$ cat src/verilog/memPkg.sv
// Shared widths of the memory front end
// Bit positions of the VMA flags word
// Decoded microword and processor flag structs

`default_nettype none

package memPkg;

   ////////////////////////////////////////////////////////////////////////////
   // Widths
   ////////////////////////////////////////////////////////////////////////////

   // Virtual address, word and flag widths
   localparam int addrWidth = 22;
   localparam int dataWidth = 36;
   localparam int flagWidth = 14;

   ////////////////////////////////////////////////////////////////////////////
   // Flag positions, bit 0 is the leftmost bit
   ////////////////////////////////////////////////////////////////////////////

   // Bits 1 and 6 are unused and read as zero
   localparam int flagUser     = 0;
   localparam int flagFetch    = 2;
   localparam int flagRead     = 3;
   localparam int flagWrTest   = 4;
   localparam int flagWrite    = 5;
   localparam int flagCacheInh = 7;
   localparam int flagPhysical = 8;
   localparam int flagPrevious = 9;
   localparam int flagIo       = 10;
   localparam int flagWru      = 11;
   localparam int flagVector   = 12;
   localparam int flagIoByte   = 13;

   ////////////////////////////////////////////////////////////////////////////
   // Decoded microword
   ////////////////////////////////////////////////////////////////////////////

   typedef struct packed {
      logic cycle;        // Memory function enable
      logic loadVma;      // Load VMA from datapath
      logic aRead;        // Cycle type from dispatch
      logic dpFunc;       // Flags taken from datapath word
      logic fetchCycle;
      logic physical;
      logic readCycle;
      logic wrTestCycle;
      logic writeCycle;
      logic cacheInh;
      logic forceUser;
      logic forceExec;
      logic extAddr;
      logic clrCache;     // Cache sweep request
      logic selPrevious;  // Previous context select
      // Dispatch ROM outputs
      logic dispVma;
      logic dispRead;
      logic dispWrTest;
      logic dispWrite;
   } memCmd_t;

   // Processor state flags seen by the VMA logic
   typedef struct packed {
      logic user;
      logic prevUser;
   } pcFlags_t;

endpackage

`default_nettype wire

$ cat src/verilog/memIf.sv
// Interface between the memory controller and the VMA datapath
// Modports for the controller, the VMA register and the cycle register

`default_nettype none

interface vmaIf #(
   parameter int addrWidth = memPkg::addrWidth
);

   // From the controller
   memPkg::memCmd_t cmd;
   logic loadStrobe;

   // VMA register outputs
   logic [addrWidth-1:0] vmaAddr;
   logic [0:memPkg::flagWidth-1] vmaFlags;

   // Cycle register outputs
   logic rdCycle;
   logic wrTestCycle;
   logic wrCycle;
   logic cacheInh;
   logic [0:memPkg::dataWidth-1] writeData;

   modport ctrl (output cmd, loadStrobe,
                 input vmaAddr, rdCycle, wrTestCycle, wrCycle, writeData);

   modport vma (input cmd, loadStrobe, rdCycle, wrTestCycle, wrCycle, cacheInh,
                output vmaAddr, vmaFlags);

   modport cycle (input cmd, loadStrobe,
                  output rdCycle, wrTestCycle, wrCycle, cacheInh, writeData);

endinterface

`default_nettype wire

$ cat src/verilog/vmaRegister.sv
// Virtual memory address register
// User, fetch, physical, previous and I/O access flags
// Assembly of the 14-bit VMA flags word

`default_nettype none

module vmaRegister #(
   parameter int addrWidth = memPkg::addrWidth
)
(
   input  wire logic                         clk,
   input  wire logic                         rst,
   vmaIf.vma                                 vmaBus,
   input  wire logic [0:memPkg::dataWidth-1] dp,
   input  wire memPkg::pcFlags_t             pcFlags,
   input  wire logic                         cpuExec,
   input  wire logic                         prevEn,
   output logic                              vmaSweep,
   output logic                              vmaExtended
);

   logic loadEn;
   logic userNext;
   logic [addrWidth-1:0] addrReg;
   logic user;
   logic fetch;
   logic physical;
   logic previous;
   logic ioCycle;
   logic wruCycle;
   logic vectorCycle;
   logic ioByteCycle;
   logic [0:memPkg::flagWidth-1] flags;

   ////////////////////////////////////////////////////////////////////////////
   // Load decode
   ////////////////////////////////////////////////////////////////////////////

   // Microword load, dispatch load, or cache sweep
   assign loadEn = vmaBus.loadStrobe &
                   ((vmaBus.cmd.cycle & vmaBus.cmd.loadVma) |
                    (vmaBus.cmd.cycle & vmaBus.cmd.aRead & vmaBus.cmd.dispVma) |
                    vmaBus.cmd.clrCache);

   // User space unless forced to exec, or previous context is user
   assign userNext = (~vmaBus.cmd.forceExec & pcFlags.user & ~cpuExec) |
                     (vmaBus.cmd.fetchCycle & pcFlags.user) |
                     ((prevEn | vmaBus.cmd.selPrevious) & pcFlags.prevUser) |
                     vmaBus.cmd.forceUser;

   ////////////////////////////////////////////////////////////////////////////
   // Address and flag registers
   ////////////////////////////////////////////////////////////////////////////

   always_ff @(posedge clk or posedge rst)
   begin
      if (rst)
      begin
         addrReg     <= '0;
         vmaSweep    <= 1'b0;
         vmaExtended <= 1'b0;
         user        <= 1'b0;
         fetch       <= 1'b0;
         physical    <= 1'b0;
         previous    <= 1'b0;
         ioCycle     <= 1'b0;
         wruCycle    <= 1'b0;
         vectorCycle <= 1'b0;
         ioByteCycle <= 1'b0;
      end
      else if (loadEn)
      begin
         // Address is the right-hand end of the word
         addrReg     <= dp[memPkg::dataWidth-addrWidth +: addrWidth];
         vmaSweep    <= vmaBus.cmd.clrCache;
         vmaExtended <= vmaBus.cmd.extAddr;
         if (vmaBus.cmd.dpFunc)
         begin
            // Flags straight from the left half of the word
            user        <= dp[memPkg::flagUser];
            fetch       <= dp[memPkg::flagFetch];
            physical    <= dp[memPkg::flagPhysical];
            previous    <= dp[memPkg::flagPrevious];
            ioCycle     <= dp[memPkg::flagIo];
            wruCycle    <= dp[memPkg::flagWru];
            vectorCycle <= dp[memPkg::flagVector];
            ioByteCycle <= dp[memPkg::flagIoByte];
         end
         else
         begin
            user        <= userNext;
            fetch       <= vmaBus.cmd.fetchCycle;
            physical    <= vmaBus.cmd.physical;
            previous    <= prevEn | vmaBus.cmd.selPrevious;
            // No I/O from the microword path
            ioCycle     <= 1'b0;
            wruCycle    <= 1'b0;
            vectorCycle <= 1'b0;
            ioByteCycle <= 1'b0;
         end
      end
   end

   // Flags word, cycle bits come from the cycle register
   always_comb
   begin
      flags = '0;
      flags[memPkg::flagUser]     = user;
      flags[memPkg::flagFetch]    = fetch;
      flags[memPkg::flagRead]     = vmaBus.rdCycle;
      flags[memPkg::flagWrTest]   = vmaBus.wrTestCycle;
      flags[memPkg::flagWrite]    = vmaBus.wrCycle;
      flags[memPkg::flagCacheInh] = vmaBus.cacheInh;
      flags[memPkg::flagPhysical] = physical;
      flags[memPkg::flagPrevious] = previous;
      flags[memPkg::flagIo]       = ioCycle;
      flags[memPkg::flagWru]      = wruCycle;
      flags[memPkg::flagVector]   = vectorCycle;
      flags[memPkg::flagIoByte]   = ioByteCycle;
   end

   assign vmaBus.vmaAddr  = addrReg;
   assign vmaBus.vmaFlags = flags;

endmodule

`default_nettype wire

$ cat src/verilog/cycleSelect.sv
// Memory cycle type register
// Write data register

`default_nettype none

module cycleSelect
(
   input  wire logic                         clk,
   input  wire logic                         rst,
   vmaIf.cycle                               cycleBus,
   input  wire logic [0:memPkg::dataWidth-1] dp
);

   logic loadEn;
   logic rdReg;
   logic wrTestReg;
   logic wrReg;
   logic cacheInhReg;
   logic [0:memPkg::dataWidth-1] dataReg;

   // Any memory function loads the cycle type
   assign loadEn = cycleBus.loadStrobe & cycleBus.cmd.cycle;

   ////////////////////////////////////////////////////////////////////////////
   // Cycle type select
   ////////////////////////////////////////////////////////////////////////////

   always_ff @(posedge clk or posedge rst)
   begin
      if (rst)
      begin
         rdReg       <= 1'b0;
         wrTestReg   <= 1'b0;
         wrReg       <= 1'b0;
         cacheInhReg <= 1'b0;
         dataReg     <= '0;
      end
      else if (loadEn)
      begin
         dataReg <= dp;
         if (cycleBus.cmd.aRead)
         begin
            if (cycleBus.cmd.dpFunc)
            begin
               // Dispatch overridden, no memory cycle
               rdReg       <= 1'b0;
               wrTestReg   <= 1'b0;
               wrReg       <= 1'b0;
               cacheInhReg <= 1'b0;
            end
            else
            begin
               // Type from dispatch ROM, never cache inhibit
               rdReg       <= cycleBus.cmd.dispRead;
               wrTestReg   <= cycleBus.cmd.dispWrTest;
               wrReg       <= cycleBus.cmd.dispWrite;
               cacheInhReg <= 1'b0;
            end
         end
         else if (cycleBus.cmd.dpFunc)
         begin
            // Same bit positions as the flags word
            rdReg       <= dp[memPkg::flagRead];
            wrTestReg   <= dp[memPkg::flagWrTest];
            wrReg       <= dp[memPkg::flagWrite];
            cacheInhReg <= dp[memPkg::flagCacheInh];
         end
         else
         begin
            rdReg       <= cycleBus.cmd.readCycle;
            wrTestReg   <= cycleBus.cmd.wrTestCycle;
            wrReg       <= cycleBus.cmd.writeCycle;
            cacheInhReg <= cycleBus.cmd.cacheInh;
         end
      end
   end

   assign cycleBus.rdCycle     = rdReg;
   assign cycleBus.wrTestCycle = wrTestReg;
   assign cycleBus.wrCycle     = wrReg;
   assign cycleBus.cacheInh    = cacheInhReg;
   assign cycleBus.writeData   = dataReg;

endmodule

`default_nettype wire

$ cat src/verilog/memControl.sv
// Command handshake and load strobe
// Bus cycle FSM, Wishbone classic master
// Read data return

`default_nettype none

module memControl #(
   parameter int addrWidth = memPkg::addrWidth
)
(
   input  wire logic                         clk,
   input  wire logic                         rst,
   input  wire logic                         cmdValid,
   output logic                              cmdReady,
   input  wire memPkg::memCmd_t              cmd,
   vmaIf.ctrl                                ctrlBus,
   output logic                              wbCyc,
   output logic                              wbStb,
   output logic                              wbWe,
   output logic [addrWidth-1:0]              wbAdr,
   output logic [0:memPkg::dataWidth-1]      wbDatO,
   input  wire logic [0:memPkg::dataWidth-1] wbDatI,
   input  wire logic                         wbAck,
   output logic [0:memPkg::dataWidth-1]      readData,
   output logic                              readValid
);

   typedef enum logic [1:0] {
      idle,
      busCycle,
      done
   } state_t;

   state_t state;
   logic pending;
   logic readCyc;
   logic busNeed;
   logic accept;

   ////////////////////////////////////////////////////////////////////////////
   // Command acceptance
   ////////////////////////////////////////////////////////////////////////////

   // Stored cycle bits ask for a bus transfer
   assign busNeed = ctrlBus.rdCycle | ctrlBus.wrTestCycle | ctrlBus.wrCycle;

   // Busy while a transfer is being decided or is on the bus
   assign cmdReady = (state != busCycle) & ~(pending & busNeed);
   assign accept   = cmdValid & cmdReady;

   // Datapath registers load on the accept edge
   assign ctrlBus.cmd        = cmd;
   assign ctrlBus.loadStrobe = accept;

   ////////////////////////////////////////////////////////////////////////////
   // Bus cycle FSM
   ////////////////////////////////////////////////////////////////////////////

   always_ff @(posedge clk or posedge rst)
   begin
      if (rst)
      begin
         state   <= idle;
         pending <= 1'b0;
         readCyc <= 1'b0;
      end
      else
      begin
         case (state)
            idle, done:
            begin
               if (pending & busNeed)
               begin
                  // Start bus cycle
                  // Read takes priority over write
                  state   <= busCycle;
                  pending <= 1'b0;
                  readCyc <= ctrlBus.rdCycle | ctrlBus.wrTestCycle;
               end
               else
               begin
                  state   <= idle;
                  // Decide next cycle once cycle bits are stored
                  pending <= accept & cmd.cycle;
               end
            end
            busCycle:
            begin
               // Wait states until the slave acks
               if (wbAck)
               begin
                  state <= done;
               end
            end
            default:
            begin
               state <= idle;
            end
         endcase
      end
   end

   // Read data captured at the ack edge
   always_ff @(posedge clk or posedge rst)
   begin
      if (rst)
      begin
         readData <= '0;
      end
      else if ((state == busCycle) && wbAck && readCyc)
      begin
         readData <= wbDatI;
      end
   end

   // Single strobe and no bursts
   assign wbCyc     = (state == busCycle);
   assign wbStb     = (state == busCycle);
   assign wbWe      = (state == busCycle) & ~readCyc;
   assign wbAdr     = ctrlBus.vmaAddr;
   assign wbDatO    = ctrlBus.writeData;
   assign readValid = (state == done) & readCyc;

endmodule

`default_nettype wire

$ cat src/verilog/memUnit.sv
// Memory reference front end, top level
// Controller, VMA register and cycle register joined by one vmaIf

`default_nettype none

module memUnit #(
   parameter int addrWidth = memPkg::addrWidth
)
(
   input  wire logic                         clk,
   input  wire logic                         rst,
   // Command port
   input  wire logic                         cmdValid,
   output logic                              cmdReady,
   input  wire memPkg::memCmd_t              cmd,
   input  wire logic [0:memPkg::dataWidth-1] dp,
   input  wire memPkg::pcFlags_t             pcFlags,
   input  wire logic                         cpuExec,
   input  wire logic                         prevEn,
   // Wishbone master
   output logic                              wbCyc,
   output logic                              wbStb,
   output logic                              wbWe,
   output logic [addrWidth-1:0]              wbAdr,
   output logic [0:memPkg::dataWidth-1]      wbDatO,
   input  wire logic [0:memPkg::dataWidth-1] wbDatI,
   input  wire logic                         wbAck,
   // Read return
   output logic [0:memPkg::dataWidth-1]      readData,
   output logic                              readValid,
   // VMA state
   output logic                              vmaSweep,
   output logic                              vmaExtended,
   output logic [addrWidth-1:0]              vmaAddr,
   output logic [0:memPkg::flagWidth-1]      vmaFlags
);

   vmaIf #(.addrWidth(addrWidth)) vmaBus ();

   memControl #(.addrWidth(addrWidth)) memControl_inst (
      .clk       (clk),
      .rst       (rst),
      .cmdValid  (cmdValid),
      .cmdReady  (cmdReady),
      .cmd       (cmd),
      .ctrlBus   (vmaBus.ctrl),
      .wbCyc     (wbCyc),
      .wbStb     (wbStb),
      .wbWe      (wbWe),
      .wbAdr     (wbAdr),
      .wbDatO    (wbDatO),
      .wbDatI    (wbDatI),
      .wbAck     (wbAck),
      .readData  (readData),
      .readValid (readValid)
   );

   vmaRegister #(.addrWidth(addrWidth)) vmaRegister_inst (
      .clk         (clk),
      .rst         (rst),
      .vmaBus      (vmaBus.vma),
      .dp          (dp),
      .pcFlags     (pcFlags),
      .cpuExec     (cpuExec),
      .prevEn      (prevEn),
      .vmaSweep    (vmaSweep),
      .vmaExtended (vmaExtended)
   );

   cycleSelect cycleSelect_inst (
      .clk      (clk),
      .rst      (rst),
      .cycleBus (vmaBus.cycle),
      .dp       (dp)
   );

   // VMA visible outside for paging
   assign vmaAddr  = vmaBus.vmaAddr;
   assign vmaFlags = vmaBus.vmaFlags;

endmodule

`default_nettype wire

$ cat config.mk
export PLATFORM = sky130hd
export DESIGN_NAME = memUnit
export DESIGN_NICKNAME = d
export VERILOG_FILES = /design/src/verilog/memPkg.sv /design/src/verilog/memIf.sv /design/src/verilog/vmaRegister.sv /design/src/verilog/cycleSelect.sv /design/src/verilog/memControl.sv /design/src/verilog/memUnit.sv
export SDC_FILE = /design/constraint.sdc
export NUM_CORES = 1
export LEC_CHECK = 0
export ABC_AREA = 1
export BUFFER_PORTS_ARGS = -buffer_cell sky130_fd_sc_hd__buf_2
export CAP_MARGIN = 20
export CORE_ASPECT_RATIO = 0.75
export CORE_UTILIZATION = 35
export CTS_BUF_LIST = sky130_fd_sc_hd__clkbuf_8
export CTS_CLUSTER_SIZE = 24
export DETAILED_ROUTE_END_ITERATION = 6
export PLACE_DENSITY = 0.71
export SLEW_MARGIN = 0
export SYNTH_ARGS = -nofsm -noshare
export SYNTH_HDL_FRONTEND = slang
export SYNTH_SLANG_ARGS = --single-unit
$ cat constraint.sdc
create_clock -name clk -period 8.3 [get_ports clk]
set_clock_uncertainty 0.15 [all_clocks]
set_input_delay 0.415 -clock clk [delete_from_list [all_inputs] [get_ports clk]]
set_output_delay 0.415 -clock clk [all_outputs]
set_load 0.05 [all_outputs]
==> results.ini <==
[status]
status=finished, final reports clean

[sta]
setup_slack_ns=5.974
finalMaxSlewViolations=0
fmax_ghz=0.4299
max_slew_margin_pct=33.37
min_period_over_period_pct=28.02
holdWs_ns=0.01606
fin_crit_ns=2.326
finalSetupTns_ns=0
max_slew.worst_pin.slew_ns=0.9971
rsz0062_at_grt=false
finalHoldViolCount=0
final-setup-viol-count=0

[die]
pin_count=236
row_count=37
core-area_um2=13750
start_util_pct=36.07
fp.dieH_um=105.1
die_x_um=139.5
die_area_um2=14660

[worst_setup_path]
cp.required_ns=8.40
worst-path-max-fanout=40
cp_cell_sequence=nor2_1 > nand2_1 > a21oi_2 > nand3_2 > o21ai_1
end_kind=flip-flop
slowest_stage=nand3_2
criticalPathCategory=flip-flop to flip-flop
arrival_ns=2.42
critPathLaunchType=flip-flop
reg2regPathDepth=5
max_stage_delay_ns=0.72

[cts]
htree_levels=3
clock_path_buffers=2
ctsResizeCount=0
hold_buffers=0
cts_tree=built
clock_latency_ns=0.35
cts-root-buf=clkbuf_8
clk_pin_slew_ns=0.11
clock-sinks=112
cts_setup_buffers=0
cts_buffers=9

[routing]
wl_per_cell_um=14.06
drt-total-wl_mm=13.20
final_antenna_net_count=0
drt_iter0_drc=192
drt_first_pass_iters=4
viasPerCell=4.540
num_vias=4263
route.detailed.drc=0

[place]
io_buffers=233
pre_cts_slack_ns=5.933
dpl.hpwl_mm=9.416
place.gp.congestion=0.7999

[yosys]
yosys_warnings=0
yosysSeqAreaShare_pct=56.51
synthTopCellsByArea=dfrtp_1 57%, nand2_1 23%, buf_4 6.1%, nand3_1 3.2%, nand3_2 2.2%
yosys.area.top_type_share_pct=56.51
ys_seq_elements=112
synth_top_cell_by_area=dfrtp_1
synthesis.area_um2=4960
yosys.cell_types.count=24
avgSynthCellArea_um2=8.611
synth_cells=576

[global_route]
antenna_found_initial=0
grt_pass1_wl_mm=21.28
grt_use_total_pct=18.53
grt_overflow=0
grt_pass1_vias=4046
grt_max_degree=60

[flow_run]
drv_cap=0

[cells_and_area]
fillers=1384
drive_gt1_share_pct=35.60
post-route-util_pct=44.14
areaGrowthSynthToFinish_pct=22.38
diodes=0
nets=858

[worst_hold_path]
hp-class=input pin to asynchronous set/reset pin

## Yosys cell counts
cell type / instances
nand2_2: 1
o31ai_1: 2
nor2_2: 1
nor2_8: 1
o21ai_0: 7
buf_8: 1
buf_2: 13
dfrtp_1: 112
buf_4: 40
nand3_1: 32
nor2_4: 3
conb_1: 1
buf_6: 6
a21oi_1: 1
buf_12: 1
inv_2: 2
clkbuf_1: 3
nand2_1: 310
o21ai_1: 1
nor2_1: 13
clkinv_1: 1
inv_1: 12
nand3_2: 11
a21oi_2: 1
## per-stage QoR
stage | instance area [µm²] | std cells
after global placement | 5892 | 923
final | 6070 | 939
after floorplan | 4964 | 577
after detailed placement | 5892 | 923
after global routing | 6070 | 939
after CTS | 6070 | 939
## layout make-up
class | count | area, µm² | area share [%]
timing repair buffer | 235 | 1181 | 19.46
multi-input combinational | 386 | 1630 | 26.86
sequential | 112 | 2803 | 46.18
tap | 175 | 219.0 | 3.608
inverter | 15 | 58.81 | 0.9689
clock inverter | 7 | 53.80 | 0.8864
clock buffer | 9 | 123.9 | 2.041
## kinds of logic after synthesis
kind of cell	Yosys count	synth area share, %
flip-flops	112	56.51
other	1	0.07561
AND/OR/NAND/NOR	372	31.23
buffers and inverters	79	10.80
AO/OA/AOI/OAI	12	1.387
## worst max-delay path: cells and delay by family (launching register included)
kind               cells  cell delay, ns
AOI/OAI and AO/OA      2            0.65
and+or+nand+nor        3            1.00
DFF                    1            0.42
## layout by cell type (no fill, tap or decap)
cell	count
buf_2	233
clkinv_2	1
nand3_2	12
nor2_4	3
a21oi_2	1
nand2_1	310
inv_4	1
inv_2	2
nor2_2	1
inv_6	3
buf_4	2
nand3_1	31
conb_1	2
dfrtp_1	112
clkbuf_8	9
nand2_2	1
nor2_8	1
a21oi_1	1
nor2_1	13
inv_1	12
inv_8	1
clkinvlp_4	1
o21ai_1	1
o31ai_1	2
clkinv_1	1
o21ai_0	7
## sequential cells by signal, summed over array words and instances (netlist names), 2 cells and up
| register | count |
|---|---|
| cycleSelect_inst.cycleBus.writeData | 36 |
| vmaRegister_inst.vmaBus.vmaAddr | 22 |
| memControl_inst.readData | 36 |
| memControl_inst.state | 2 |
## path summary, 6_finish.rpt
check | start | end | slack (ns)
worst max-delay path | cycleSelect_inst.cycleBus.rdCycle | memControl_inst.pending | 5.97
max in group asynchronous | rst | cycleSelect_inst.cycleBus.rdCycle | 6.79
worst min register to register | cycleSelect_inst.cycleBus.writeData[17] | cycleSelect_inst.cycleBus.writeData[17] | 0.33
min in group clk | dp[6] | cycleSelect_inst.cycleBus.writeData[6] | 0.10
worst min-delay path | rst | vmaRegister_inst.vmaBus.vmaAddr[17] | 0.02
worst max register to register | cycleSelect_inst.cycleBus.rdCycle | memControl_inst.pending | 5.97
## routing by layer
metal / wire length, µm / global-route usage [%]
met1: 6005 / 24.68
met2: 6051 / 29.76
met3: 1060 / 5.362
met4: 81 / 4.127
met5: 0 / 0
Power is left out: the tool's default activity adds up to more than one toggle a clock period on the data nets, which glitch-free logic cannot reach.
